$ cat config.mk
export PLATFORM = sky130hd
export DESIGN_NAME = scope_cfg_top
export DESIGN_NICKNAME = d
export VERILOG_FILES = /design/src/scope_pkg.sv /design/src/scope_cmd_decode.sv /design/src/scope_setting_regs.sv /design/src/scope_chan_follow.sv /design/src/scope_read_mux.sv /design/src/scope_cfg_top.sv
export VERILOG_INCLUDE_DIRS = /design/src /design/src/src
export SDC_FILE = /design/constraint.sdc
export NUM_CORES = 1
export LEC_CHECK = 0
export ABC_AREA = 0
export BUFFER_PORTS_ARGS = -buffer_cell sky130_fd_sc_hd__buf_2
export CORE_ASPECT_RATIO = 1.75
export CORE_MARGIN = 8
export CORE_UTILIZATION = 25
export DETAILED_ROUTE_END_ITERATION = 8
export PLACE_DENSITY = 0.6
export SETUP_SLACK_MARGIN = 0.3
export SKIP_CTS_REPAIR_TIMING = 1
export SKIP_LAST_GASP = 1
export SYNTH_ARGS = -nofsm -noshare
export SYNTH_HDL_FRONTEND = slang
export SYNTH_HIERARCHICAL = 1
export SYNTH_SLANG_ARGS = --single-unit
$ cat constraint.sdc
create_clock -name adc_clk_i -period 1.7 [get_ports adc_clk_i]
set_input_delay 0.085 -clock adc_clk_i [delete_from_list [all_inputs] [get_ports adc_clk_i]]
set_output_delay 0.085 -clock adc_clk_i [all_outputs]
set_load 0.01 [all_outputs]
$ cat src/scope_config.svh
`ifndef SCOPE_CONFIG_SVH
`define SCOPE_CONFIG_SVH

// channel count is tied to the address map
`define SCOPE_N_CH       2
`define SCOPE_DW         14   // sample width
`define SCOPE_RSZ        14   // buffer address width
`define SCOPE_ADDR_USED  20

// register offsets
`define SCOPE_A_CTRL     20'h00000
`define SCOPE_A_TRG      20'h00004
`define SCOPE_A_TRESH0   20'h00008
`define SCOPE_A_TRESH1   20'h0000C
`define SCOPE_A_DLY0     20'h00010
`define SCOPE_A_DEC0     20'h00014
`define SCOPE_A_WPCUR0   20'h00018
`define SCOPE_A_WPTRG0   20'h0001C
`define SCOPE_A_HYST0    20'h00020
`define SCOPE_A_HYST1    20'h00024
`define SCOPE_A_DLY1     20'h00110
`define SCOPE_A_DEC1     20'h00114
`define SCOPE_A_WPCUR1   20'h00118
`define SCOPE_A_WPTRG1   20'h0011C

// buffer windows, matched against addr[19:16]
`define SCOPE_WIN_BUF0   4'h1
`define SCOPE_WIN_BUF1   4'h2

// reset defaults
`define SCOPE_TRESH0_RST 14'd5000
`define SCOPE_TRESH1_RST (-14'sd5000)
`define SCOPE_HYST_RST   14'd20
`define SCOPE_DEC_RST    17'd1

`define SCOPE_TRG_SW     4'h1  // software trigger source

`endif

$ cat src/scope_pkg.sv
`default_nettype none

`include "scope_config.svh"

package scope_pkg;

  typedef logic [31:0] sys_data_t;  // bus word
  typedef logic [`SCOPE_ADDR_USED-1:0] sys_addr_t;

  // threshold and hysteresis share the sample width
  typedef logic [`SCOPE_DW-1:0] sample_t;

  typedef logic [31:0] dly_t;  // post-trigger delay in samples
  typedef logic [16:0] dec_t;

  typedef logic [`SCOPE_RSZ-1:0] wptr_t;

  typedef logic [3:0] trg_src_t;
  typedef logic [15:0] acq_state_t;  // per-channel status

endpackage

`default_nettype wire

$ cat src/scope_cmd_decode.sv
`default_nettype none

`include "scope_config.svh"

module scope_cmd_decode (
  input  logic                                    adc_clk_i,
  input  logic                                    adc_rstn_i,
  input  scope_pkg::sys_addr_t                    sys_addr_i,
  input  scope_pkg::sys_data_t                    sys_wdata_i,
  input  logic                                    sys_wen_i,
  output logic [`SCOPE_N_CH-1:0]                  arm_o,
  output logic [`SCOPE_N_CH-1:0]                  rst_o,
  output logic [`SCOPE_N_CH-1:0]                  trig_sw_o,
  output logic [`SCOPE_N_CH-1:0]                  we_keep_o,
  output logic [`SCOPE_N_CH-1:0]                  indep_mode_o,
  output logic [`SCOPE_N_CH-1:0]                  new_trg_src_o,
  output scope_pkg::trg_src_t [`SCOPE_N_CH-1:0]   trg_src_o
);

  logic       wr_ctrl;
  logic       wr_trg;
  logic [7:0] ch_byte [`SCOPE_N_CH];

  assign wr_ctrl = sys_wen_i && (sys_addr_i == `SCOPE_A_CTRL);
  assign wr_trg  = sys_wen_i && (sys_addr_i == `SCOPE_A_TRG);

  for (genvar ch = 0; ch < `SCOPE_N_CH; ch++) begin : g_ch
    assign ch_byte[ch] = sys_wdata_i[8*ch +: 8];  // one byte per channel

    // source code is valid together with the new-source strobe
    assign trg_src_o[ch]     = ch_byte[ch][3:0];
    assign new_trg_src_o[ch] = wr_trg && (|ch_byte[ch][3:0]);

    // host waits for ack between accesses, so an arm never repeats back to back
    a_arm_single : assert property (
      @(posedge adc_clk_i) disable iff (!adc_rstn_i)
      arm_o[ch] |=> !arm_o[ch]
    ) else $error("arm pulse on channel %0d held for two cycles", ch);
  end

  always_ff @(posedge adc_clk_i) begin
    if (!adc_rstn_i) begin
      arm_o        <= '0;
      rst_o        <= '0;
      trig_sw_o    <= '0;
      we_keep_o    <= '0;
      indep_mode_o <= '0;
    end else begin
      for (int ch = 0; ch < `SCOPE_N_CH; ch++) begin
        arm_o[ch]     <= wr_ctrl && ch_byte[ch][0];
        rst_o[ch]     <= wr_ctrl && ch_byte[ch][1];  // acquisition reset
        trig_sw_o[ch] <= wr_trg && (ch_byte[ch][3:0] == `SCOPE_TRG_SW);

        // zero byte leaves the mode bits alone
        if (wr_ctrl && (|ch_byte[ch])) begin
          we_keep_o[ch]    <= ch_byte[ch][3];  // keep writing after trigger
          indep_mode_o[ch] <= ch_byte[ch][5];
        end
      end
    end
  end

endmodule

`default_nettype wire

$ cat src/scope_setting_regs.sv
`default_nettype none

`include "scope_config.svh"

module scope_setting_regs (
  input  logic                                   adc_clk_i,
  input  logic                                   adc_rstn_i,
  input  scope_pkg::sys_addr_t                   sys_addr_i,
  input  scope_pkg::sys_data_t                   sys_wdata_i,
  input  logic                                   sys_wen_i,
  output scope_pkg::sample_t [`SCOPE_N_CH-1:0]   tresh_o,
  output scope_pkg::sample_t [`SCOPE_N_CH-1:0]   hyst_o,
  output scope_pkg::dly_t [`SCOPE_N_CH-1:0]      dly_o,
  output scope_pkg::dec_t [`SCOPE_N_CH-1:0]      dec_o,
  output logic [`SCOPE_N_CH-1:0]                 dec1_o
);

  localparam int SW = $bits(scope_pkg::sample_t);
  localparam int LW = $bits(scope_pkg::dly_t);
  localparam int CW = $bits(scope_pkg::dec_t);

  always_ff @(posedge adc_clk_i) begin
    if (!adc_rstn_i) begin
      tresh_o[0] <= `SCOPE_TRESH0_RST;
      tresh_o[1] <= `SCOPE_TRESH1_RST;  // negative level on ch1
      for (int ch = 0; ch < `SCOPE_N_CH; ch++) begin
        hyst_o[ch] <= `SCOPE_HYST_RST;
        dly_o[ch]  <= '0;
        dec_o[ch]  <= `SCOPE_DEC_RST;
      end
    end else if (sys_wen_i) begin
      // only the low field bits are kept
      case (sys_addr_i)
        `SCOPE_A_TRESH0: tresh_o[0] <= sys_wdata_i[SW-1:0];
        `SCOPE_A_TRESH1: tresh_o[1] <= sys_wdata_i[SW-1:0];
        `SCOPE_A_HYST0:  hyst_o[0]  <= sys_wdata_i[SW-1:0];
        `SCOPE_A_HYST1:  hyst_o[1]  <= sys_wdata_i[SW-1:0];
        `SCOPE_A_DLY0:   dly_o[0]   <= sys_wdata_i[LW-1:0];
        `SCOPE_A_DLY1:   dly_o[1]   <= sys_wdata_i[LW-1:0];
        `SCOPE_A_DEC0:   dec_o[0]   <= sys_wdata_i[CW-1:0];
        `SCOPE_A_DEC1:   dec_o[1]   <= sys_wdata_i[CW-1:0];
        default: ;
      endcase
    end
  end

  // no decimation, core can bypass its averaging path
  for (genvar ch = 0; ch < `SCOPE_N_CH; ch++) begin : g_dec1
    assign dec1_o[ch] = (dec_o[ch] == scope_pkg::dec_t'(1));
  end

endmodule

`default_nettype wire

$ cat src/scope_chan_follow.sv
`default_nettype none

`include "scope_config.svh"

module scope_chan_follow (
  input  logic [`SCOPE_N_CH-1:0]                 indep_mode_i,
  input  logic [`SCOPE_N_CH-1:0]                 arm_i,
  input  logic [`SCOPE_N_CH-1:0]                 rst_i,
  input  logic [`SCOPE_N_CH-1:0]                 trig_sw_i,
  input  logic [`SCOPE_N_CH-1:0]                 we_keep_i,
  input  logic [`SCOPE_N_CH-1:0]                 new_trg_src_i,
  input  scope_pkg::trg_src_t [`SCOPE_N_CH-1:0]  trg_src_i,
  input  scope_pkg::dly_t [`SCOPE_N_CH-1:0]      dly_i,
  input  scope_pkg::dec_t [`SCOPE_N_CH-1:0]      dec_i,
  input  logic [`SCOPE_N_CH-1:0]                 dec1_i,
  output logic [`SCOPE_N_CH-1:0]                 arm_o,
  output logic [`SCOPE_N_CH-1:0]                 rst_o,
  output logic [`SCOPE_N_CH-1:0]                 trig_sw_o,
  output logic [`SCOPE_N_CH-1:0]                 we_keep_o,
  output logic [`SCOPE_N_CH-1:0]                 new_trg_src_o,
  output scope_pkg::trg_src_t [`SCOPE_N_CH-1:0]  trg_src_o,
  output scope_pkg::dly_t [`SCOPE_N_CH-1:0]      dly_o,
  output scope_pkg::dec_t [`SCOPE_N_CH-1:0]      dec_o,
  output logic [`SCOPE_N_CH-1:0]                 dec1_o
);

  // ch0 is always the leader
  assign arm_o[0]         = arm_i[0];
  assign rst_o[0]         = rst_i[0];
  assign trig_sw_o[0]     = trig_sw_i[0];
  assign we_keep_o[0]     = we_keep_i[0];
  assign new_trg_src_o[0] = new_trg_src_i[0];
  assign trg_src_o[0]     = trg_src_i[0];
  assign dly_o[0]         = dly_i[0];
  assign dec_o[0]         = dec_i[0];
  assign dec1_o[0]        = dec1_i[0];

  for (genvar ch = 1; ch < `SCOPE_N_CH; ch++) begin : g_follow
    logic own;  // channel runs from its own registers

    assign own = indep_mode_i[ch];

    assign arm_o[ch]         = own ? arm_i[ch]         : arm_i[0];
    assign rst_o[ch]         = own ? rst_i[ch]         : rst_i[0];
    assign trig_sw_o[ch]     = own ? trig_sw_i[ch]     : trig_sw_i[0];
    assign we_keep_o[ch]     = own ? we_keep_i[ch]     : we_keep_i[0];
    assign new_trg_src_o[ch] = own ? new_trg_src_i[ch] : new_trg_src_i[0];
    assign trg_src_o[ch]     = own ? trg_src_i[ch]     : trg_src_i[0];
    assign dly_o[ch]         = own ? dly_i[ch]         : dly_i[0];
    assign dec_o[ch]         = own ? dec_i[ch]         : dec_i[0];
    assign dec1_o[ch]        = own ? dec1_i[ch]        : dec1_i[0];
  end

endmodule

`default_nettype wire

$ cat src/scope_read_mux.sv
`default_nettype none

`include "scope_config.svh"

module scope_read_mux (
  input  logic                                      adc_clk_i,
  input  logic                                      adc_rstn_i,
  input  scope_pkg::sys_addr_t                      sys_addr_i,
  input  logic                                      sys_wen_i,
  input  logic                                      sys_ren_i,
  input  scope_pkg::sample_t [`SCOPE_N_CH-1:0]      tresh_i,
  input  scope_pkg::sample_t [`SCOPE_N_CH-1:0]      hyst_i,
  input  scope_pkg::dly_t [`SCOPE_N_CH-1:0]         dly_i,
  input  scope_pkg::dec_t [`SCOPE_N_CH-1:0]         dec_i,
  input  scope_pkg::acq_state_t [`SCOPE_N_CH-1:0]   adc_state_i,
  input  scope_pkg::acq_state_t [`SCOPE_N_CH-1:0]   trg_state_i,
  input  scope_pkg::wptr_t [`SCOPE_N_CH-1:0]        wp_cur_i,
  input  scope_pkg::wptr_t [`SCOPE_N_CH-1:0]        wp_trig_i,
  input  scope_pkg::sample_t [`SCOPE_N_CH-1:0]      bram_rd_dat_i,
  input  logic [`SCOPE_N_CH-1:0]                    bram_ack_i,
  output scope_pkg::sys_data_t                      sys_rdata_o,
  output logic                                      sys_ack_o,
  output logic                                      sys_err_o
);

  logic                 sys_en;
  logic [3:0]           win_sel;
  logic                 buf_win;
  scope_pkg::sys_data_t reg_data;
  scope_pkg::sys_data_t rd_data;
  logic                 rd_ack;

  assign sys_en  = sys_wen_i | sys_ren_i;
  assign win_sel = sys_addr_i[19:16];
  assign buf_win = (win_sel == `SCOPE_WIN_BUF0) || (win_sel == `SCOPE_WIN_BUF1);

  // register space, unmapped reads as zero
  always_comb begin
    case (sys_addr_i)
      `SCOPE_A_CTRL:   reg_data = {adc_state_i[1], adc_state_i[0]};
      `SCOPE_A_TRG:    reg_data = {trg_state_i[1], trg_state_i[0]};
      `SCOPE_A_TRESH0: reg_data = scope_pkg::sys_data_t'(tresh_i[0]);
      `SCOPE_A_TRESH1: reg_data = scope_pkg::sys_data_t'(tresh_i[1]);
      `SCOPE_A_HYST0:  reg_data = scope_pkg::sys_data_t'(hyst_i[0]);
      `SCOPE_A_HYST1:  reg_data = scope_pkg::sys_data_t'(hyst_i[1]);
      `SCOPE_A_DLY0:   reg_data = dly_i[0];
      `SCOPE_A_DLY1:   reg_data = dly_i[1];
      `SCOPE_A_DEC0:   reg_data = scope_pkg::sys_data_t'(dec_i[0]);
      `SCOPE_A_DEC1:   reg_data = scope_pkg::sys_data_t'(dec_i[1]);
      `SCOPE_A_WPCUR0: reg_data = scope_pkg::sys_data_t'(wp_cur_i[0]);
      `SCOPE_A_WPCUR1: reg_data = scope_pkg::sys_data_t'(wp_cur_i[1]);
      `SCOPE_A_WPTRG0: reg_data = scope_pkg::sys_data_t'(wp_trig_i[0]);
      `SCOPE_A_WPTRG1: reg_data = scope_pkg::sys_data_t'(wp_trig_i[1]);
      default:         reg_data = '0;
    endcase
  end

  // buffer windows take their ack from the buffer
  always_comb begin
    case (win_sel)
      `SCOPE_WIN_BUF0: begin
        rd_ack  = bram_ack_i[0];
        rd_data = scope_pkg::sys_data_t'(bram_rd_dat_i[0]);
      end
      `SCOPE_WIN_BUF1: begin
        rd_ack  = bram_ack_i[1];
        rd_data = scope_pkg::sys_data_t'(bram_rd_dat_i[1]);
      end
      default: begin
        rd_ack  = sys_en;
        rd_data = reg_data;
      end
    endcase
  end

  always_ff @(posedge adc_clk_i) begin
    if (!adc_rstn_i) begin
      sys_ack_o <= 1'b0;
    end else begin
      sys_ack_o <= rd_ack;
    end
  end

  always_ff @(posedge adc_clk_i) begin
    sys_rdata_o <= rd_data;
  end

  assign sys_err_o = 1'b0;  // no error responses on this bus

  // register accesses always finish in one cycle
  a_reg_ack : assert property (
    @(posedge adc_clk_i) disable iff (!adc_rstn_i)
    (sys_en && !buf_win) |=> sys_ack_o
  ) else $error("register access at %h not acknowledged", $past(sys_addr_i));

endmodule

`default_nettype wire

$ cat src/scope_cfg_top.sv
`default_nettype none

module scope_cfg_top (
  input  logic                              adc_clk_i,
  input  logic                              adc_rstn_i,
  input  scope_pkg::sys_data_t              sys_addr_i,   // low 20 bits decoded
  input  scope_pkg::sys_data_t              sys_wdata_i,
  input  logic                              sys_wen_i,
  input  logic                              sys_ren_i,
  output scope_pkg::sys_data_t              sys_rdata_o,
  output logic                              sys_ack_o,
  output logic                              sys_err_o,
  input  scope_pkg::acq_state_t [1:0]       adc_state_i,
  input  scope_pkg::acq_state_t [1:0]       trg_state_i,
  input  scope_pkg::wptr_t [1:0]            wp_cur_i,
  input  scope_pkg::wptr_t [1:0]            wp_trig_i,
  input  scope_pkg::sample_t [1:0]          bram_rd_dat_i,
  input  logic [1:0]                        bram_ack_i,
  output logic [1:0]                        adc_arm_do_o,
  output logic [1:0]                        adc_rst_do_o,
  output logic [1:0]                        adc_trig_sw_o,
  output logic [1:0]                        adc_we_keep_o,
  output logic [1:0]                        indep_mode_o,
  output logic [1:0]                        new_trg_src_o,
  output scope_pkg::trg_src_t [1:0]         trg_src_o,
  output logic [1:0]                        set_dec1_o,
  output scope_pkg::sample_t [1:0]          set_tresh_o,
  output scope_pkg::sample_t [1:0]          set_hyst_o,
  output scope_pkg::dly_t [1:0]             set_dly_o,
  output scope_pkg::dec_t [1:0]             set_dec_o
);

  // per-channel values before the follow stage
  logic [1:0]                arm_raw;
  logic [1:0]                rst_raw;
  logic [1:0]                trig_sw_raw;
  logic [1:0]                we_keep_raw;
  logic [1:0]                new_trg_src_raw;
  scope_pkg::trg_src_t [1:0] trg_src_raw;
  scope_pkg::dly_t [1:0]     dly_raw;
  scope_pkg::dec_t [1:0]     dec_raw;
  logic [1:0]                dec1_raw;

  scope_cmd_decode u_cmd (
    .adc_clk_i     (adc_clk_i),
    .adc_rstn_i    (adc_rstn_i),
    .sys_addr_i    (sys_addr_i[$bits(scope_pkg::sys_addr_t)-1:0]),
    .sys_wdata_i   (sys_wdata_i),
    .sys_wen_i     (sys_wen_i),
    .arm_o         (arm_raw),
    .rst_o         (rst_raw),
    .trig_sw_o     (trig_sw_raw),
    .we_keep_o     (we_keep_raw),
    .indep_mode_o  (indep_mode_o),
    .new_trg_src_o (new_trg_src_raw),
    .trg_src_o     (trg_src_raw)
  );

  scope_setting_regs u_set (
    .adc_clk_i   (adc_clk_i),
    .adc_rstn_i  (adc_rstn_i),
    .sys_addr_i  (sys_addr_i[$bits(scope_pkg::sys_addr_t)-1:0]),
    .sys_wdata_i (sys_wdata_i),
    .sys_wen_i   (sys_wen_i),
    .tresh_o     (set_tresh_o),
    .hyst_o      (set_hyst_o),
    .dly_o       (dly_raw),
    .dec_o       (dec_raw),
    .dec1_o      (dec1_raw)
  );

  scope_chan_follow u_follow (
    .indep_mode_i  (indep_mode_o),
    .arm_i         (arm_raw),
    .rst_i         (rst_raw),
    .trig_sw_i     (trig_sw_raw),
    .we_keep_i     (we_keep_raw),
    .new_trg_src_i (new_trg_src_raw),
    .trg_src_i     (trg_src_raw),
    .dly_i         (dly_raw),
    .dec_i         (dec_raw),
    .dec1_i        (dec1_raw),
    .arm_o         (adc_arm_do_o),
    .rst_o         (adc_rst_do_o),
    .trig_sw_o     (adc_trig_sw_o),
    .we_keep_o     (adc_we_keep_o),
    .new_trg_src_o (new_trg_src_o),
    .trg_src_o     (trg_src_o),
    .dly_o         (set_dly_o),
    .dec_o         (set_dec_o),
    .dec1_o        (set_dec1_o)
  );

  // readback shows each channel's own registers
  scope_read_mux u_rd (
    .adc_clk_i     (adc_clk_i),
    .adc_rstn_i    (adc_rstn_i),
    .sys_addr_i    (sys_addr_i[$bits(scope_pkg::sys_addr_t)-1:0]),
    .sys_wen_i     (sys_wen_i),
    .sys_ren_i     (sys_ren_i),
    .tresh_i       (set_tresh_o),
    .hyst_i        (set_hyst_o),
    .dly_i         (dly_raw),
    .dec_i         (dec_raw),
    .adc_state_i   (adc_state_i),
    .trg_state_i   (trg_state_i),
    .wp_cur_i      (wp_cur_i),
    .wp_trig_i     (wp_trig_i),
    .bram_rd_dat_i (bram_rd_dat_i),
    .bram_ack_i    (bram_ack_i),
    .sys_rdata_o   (sys_rdata_o),
    .sys_ack_o     (sys_ack_o),
    .sys_err_o     (sys_err_o)
  );

endmodule

`default_nettype wire

=== Yosys cells after proc, flatten, opt, wreduce, memory -nomap -nowiden ===
Index checks and enable logic that the tools add are counted.

* Bits in latches: 0
* Memories kept: 0
* ROM bits: 0
* Bits in registers: 197
* Logic and storage cells: 74
* RAM bits: 0

* Add/sub/neg operators: 0
* Reduce and logical (&&, ||, !) cells: 25
* Divide/modulo/power cells: 0
* Shift-type cells: 0
* Multiply operators: 0
* $lt $le $gt $ge: 0
* Bitwise gates (word level): 1
* Eq/ne operators: 19
* Mux-type cells: 12

{| class="wikitable"
|+ Operator list
! kind !! count
|-
| one-hot mux 32 bit (14 select lines) || 1
|-
| equality test 20 x 5 -> 1 bit (second input constant) || 4
|-
| equality test 20 x 9 -> 1 bit (second input constant) || 4
|-
| one-hot mux 32 bit (2 select lines) || 1
|-
| equality test 20 x 4 -> 1 bit (second input constant) || 2
|-
| equality test 20 x 6 -> 1 bit (second input constant) || 2
|-
| equality test 17 x 1 -> 1 bit (second input constant) || 2
|-
| two-way mux 32 bit || 1
|-
| equality test 20 x 3 -> 1 bit (second input constant) || 1
|-
| zero test 20 bit || 1
|-
| two-way mux 17 bit || 1
|-
| AND reduction 2 bit || 8
|-
| OR reduction 8 bit || 2
|-
| equality test 4 x 1 -> 1 bit (second input constant) || 3
|-
| logical AND 1 bit || 12
|-
| OR reduction 4 bit || 2
|-
| two-way mux 1 bit || 6
|-
| equality test 4 x 2 -> 1 bit (second input constant) || 1
|-
| two-way mux 4 bit || 1
|-
| one-hot mux 1 bit (2 select lines) || 1
|-
| bitwise OR 1 bit || 1
|}

=== Longest topological paths before layout ===
* Depth in word-level cells: 4
* Gate-level depth with buffers: 8
* Depth with buffers taken out: 5

=== By module ===
The synthesis kept the hierarchy.

{| class="wikitable"
|+ By module, submodules not included
! module !! sequential area each (um2) !! cells each !! instances !! area an instance (um2)
|-
| scope_setting_regs || 3083.0 || 578 || 1 || 5963.2
|-
| scope_read_mux || 660.6 || 394 || 1 || 3520.9
|-
| scope_chan_follow || 0.0 || 125 || 1 || 1202.4
|-
| scope_cmd_decode || 200.2 || 60 || 1 || 539.3
|}

=== Least setup slack after synthesis ===
Ideal clock, no wire load.

* Path type: in2reg
* From: input port sys_addr_i[16]
* To: register u_set/tresh_o[15] in the netlist's numbering
* Setup slack: -61 ps
* Data required time: 1628 ps
* Arrival time: 1689 ps
* Stages on the path: 5
* Path through: or4b_4 > nor4_4 > and4_2 > buf_4 > mux2i_1

* Cells in the longest elaborated chain, start to end: 2

{| class="wikitable"
|+ RTL lines
! item !! RTL line !! source
|-
| from (decl) || scope_cfg_top.sv:6 || <nowiki>input scope_pkg::sys_data_t sys_addr_i,</nowiki>
|-
| equality test 20 x 4 -> 1 bit || scope_setting_regs.sv:33 || <nowiki>case (sys_addr_i)</nowiki>
|-
| AND reduction 2 bit (no line) || -- ||
|-
| to (decl) || scope_setting_regs.sv:11 || <nowiki>output scope_pkg::sample_t [`SCOPE_N_CH-1:0] tresh_o,</nowiki>
|}

Every way passes these cells.
A chain may end at the register's enable or synchronous reset.

=== Final worst setup path ===
* From: register u_set/dec_o[8] in the netlist's numbering
* To: output port set_dec1_o[1]

* Cells in the longest elaborated chain, start to end: 2

{| class="wikitable"
|+ RTL lines
! item !! RTL line !! source
|-
| from (decl) || scope_setting_regs.sv:14 || <nowiki>output scope_pkg::dec_t [`SCOPE_N_CH-1:0] dec_o,</nowiki>
|-
| from (signal, indexed assignment) || scope_setting_regs.sv:29 || <nowiki>dec_o[ch] <= `SCOPE_DEC_RST;</nowiki>
|-
| equality test 17 x 1 -> 1 bit || scope_setting_regs.sv:49 || <nowiki>assign dec1_o[ch] = (dec_o[ch] == scope_pkg::dec_t'(1));</nowiki>
|-
| two-way mux 1 bit || scope_chan_follow.sv:51 || <nowiki>assign dec1_o[ch] = own ? dec1_i[ch] : dec1_i[0];</nowiki>
|-
| to (decl) || scope_cfg_top.sv:26 || <nowiki>output logic [1:0] set_dec1_o,</nowiki>
|}

Every way passes these cells.

==> impl_metrics.env <==
export IMPL_ff2ff_setup_slack_ps=-70
export IMPL_critPathArrivalTime_ps=2240
export IMPL_min_path_type="input pin to flop"
export IMPL_yosysWarnings=6
export IMPL_antenna_found_initial=5
export IMPL_drt_first_pass_iters=5
export IMPL_slew_violations=0
export IMPL_crit_chain="nor4_4, buf_4, nand4_1, nor4_2, buf_4, mux2_2, buf_2"
export IMPL_area_delta_synth_final_pct=58.69
export IMPL_async_flop_share_pct=0
export IMPL_grt_pass1_wl_um=79480
export IMPL_ant_nets=0
export IMPL_grt_pass1_vias=11906
export IMPL_ios=428
export IMPL_synth_cell_types=75
export IMPL_h_tree_depth=4
export IMPL_fin_area_mm2=0.01781
export IMPL_syn_nets=1375
export IMPL_clkTransAtPathRegs_ps=90
export IMPL_dp_hpwl_um=46520
export IMPL_critPathCaptureType="output pin"
export IMPL_core_area_mm2=0.04472
export IMPL_crit_type="flop to output pin"
export IMPL_grt_busiest_layer="met2"
export IMPL_power_leakage_nw=8.431
export IMPL_vias_per_cell=4.946
export IMPL_worst_slack_ps=-622.7
export IMPL_fmax_ghz=0.4305
export IMPL_clock_latency_ps=460
export IMPL_final_nets=1959
export IMPL_final_common_cell="buf_2"
export IMPL_die_h_um=296.3
export IMPL_drt_iter0_drc=662
export IMPL_max_cap_viol_count=0
export IMPL_status="complete, but fails checks"
export IMPL_route_detailed_drc=0
export IMPL_placedCellCount=2210
export IMPL_power_mw=10.44
export IMPL_avgSynthCellArea_um2=9.702
export IMPL_drive_gt1_share_pct=50.23
export IMPL_row_count=103
export IMPL_wl_per_cell_um=25.69
export IMPL_holdWs_ps=-23.27
export IMPL_hold_viol_final=1
export IMPL_mostFrequentLayoutCells="buf_2 (338), mux2i_1 (199), nand2_1 (187)"
export IMPL_fp_dieW_um=176.2
export IMPL_cp_data_required_time_ps=1620
export IMPL_ys_flop_type="dfxtp_1"
export IMPL_route_final_wire_length_um=60010
export IMPL_grt_use_met3_pct=4.802
export IMPL_gp_congestion=0.9662
export IMPL_die_area_mm2=0.05221
export IMPL_synth_edff_count=0
export IMPL_rsz0062_at_grt="true"
export IMPL_period_share_pct=136.6
export IMPL_vias=11554
export IMPL_gr_total_overflow=0
export IMPL_placed_area_mm2=0.01506
export IMPL_critPathMaxFanout=2
export IMPL_synth_area_leaders="dfxtp_1 (35%), mux2i_1 (18%), mux2_2 (7.4%), nand2_1 (6.3%), buf_4 (5.3%)"
export IMPL_ys_seq_area_share_pct=35.13
export IMPL_path_buf_inv=3
export IMPL_fin_cells=2336
export IMPL_initial_utilization_pct=25.10
export IMPL_tightest_slew_ps=605.0
export IMPL_skew_ps=10.13
export IMPL_syn_cell_area_mm2=0.01123
export IMPL_worst_setup_path_start_kind="flop"
export IMPL_synth_top_area_share_pct=35.13
export IMPL_grt_max_degree=60
export IMPL_slowest_delay_ps=350
export IMPL_period_needed_ps=2323
export IMPL_path_delay_family="simple AND/OR/NAND/NOR gates"
export IMPL_vdd_drop_max_mv=0.5374
export IMPL_powerDensity_mw_per_mm2=586.2
export IMPL_setup_viol=55
export IMPL_io_buffers=414
export IMPL_synth_largest_area_cell="dfxtp_1"
export IMPL_clockBufferDepth=2
export IMPL_relSlewSlack_pct=59.56
export IMPL_met2_usage_pct=37.44
export IMPL_synthCells=1157
export IMPL_gr_usage_met1_pct=21.51
export IMPL_grt_usage_pct=20.98
export IMPL_numCtsBuffers=17
export IMPL_ys_seq_elements=197
export IMPL_crit_top_cell="buf_4"
export IMPL_failed_checks="negative hold slack, negative setup slack"
export IMPL_slowest_stage="nor4_4"
export IMPL_cts_tree="yes"
export IMPL_cts_root_buf="clkbuf_16"
export IMPL_cts_sinks=197
==> area by class of cell <==
cell class / count / area (um^2)
clock inverter: 13 / 161.4
sequential: 197 / 3971
inverter: 9 / 33.78
fill: 4430 / 26900
timing repair buffer: 709 / 5595
tap: 577 / 721.9
antenna: 5 / 12.51
multi-input combinational: 807 / 6865
clock buffer: 19 / 452.9
==> final timing paths <==
kind,startpoint,to,depth (start not counted)
max,u_set/dec_o[8],set_dec1_o[1],7
min,sys_wdata_i[7],u_set/tresh_o[7],3
max reg2reg,u_set/dec_o[22],u_rd/sys_rdata_o[5],4
min reg2reg,u_set/dly_o[46],u_set/dly_o[46],2
==> report_power, final <==
part           internal [mW]  total (mW)  leakage (nW)  switching, mW
clock                   2.30        4.40         0.300           2.11
sequential              4.62        4.62          1.60        0.00701
combinational          0.699        1.42          6.53          0.718
==> cell families after synthesis <==
family | Yosys count | synth area share [%]
DFF | 197 | 35.13
buffers and inverters | 154 | 9.284
muxes | 293 | 28.40
and+or+nand+nor | 396 | 19.33
other | 1 | 0.03341
AOI/OAI and AO/OA | 116 | 7.824
==> worst register-to-register path, stage by stage (launching register included) <==
cell     delay [ps]
dfxtp_2         360
mux4_2          460
nor3b_1         170
or4_1           400
a221o_1         270
==> sequential cells by signal (all words and copies together), names as in the netlist <==
signal	count
u_set/tresh_o	28
u_cmd/indep_mode_o	2
u_rd/sys_rdata_o	32
u_cmd/rst_o	2
u_set/dec_o	34
u_set/hyst_o	28
u_set/dly_o	64
u_cmd/we_keep_o	2
u_cmd/arm_o	2
u_cmd/trig_sw_o	2
u_rd/sys_ack_o	1
==> cells in the mapped netlist (all sizes together) (6+ instances only) <==
cell,n
a2111oi,8
a21oi,6
a22oi,39
and2,8
buf,119
clkbuf,25
dfxtp,197
inv,9
mux2,84
mux2i,200
mux4,9
nand2,189
nand3,28
nand4,9
nor2,19
nor2b,36
nor3,27
nor4,31
nor4b,7
o21ai,16
o31ai,7
or3,7
==> stage by stage <==
| step | worst slack, ps | utilization (%) | TNS (ps) | hold WS, ps |
|---|---|---|---|---|
| after detailed placement | -395.8 | 33.68 | -33020 | 363.3 |
| after global placement | -416.6 | 33.68 | -31620 | 350.6 |
| after CTS | -921.1 | 35.06 | -10520 | -140.2 |
| after global routing | -672.8 | 39.82 | -6518 | -0.06084 |
| final | -622.7 | 39.84 | -4194 | -23.27 |
| after floorplan | -50.16 | - | -1455 | 206.7 |
==> per-layer routing <==
layer / routed length [um] / share of wire, %
met1: 21490 / 36
met4: 3975 / 6.6
met5: 0 / 0
met2: 31030 / 52
met3: 3524 / 5.9
Power figures use the tool's default switching activity.
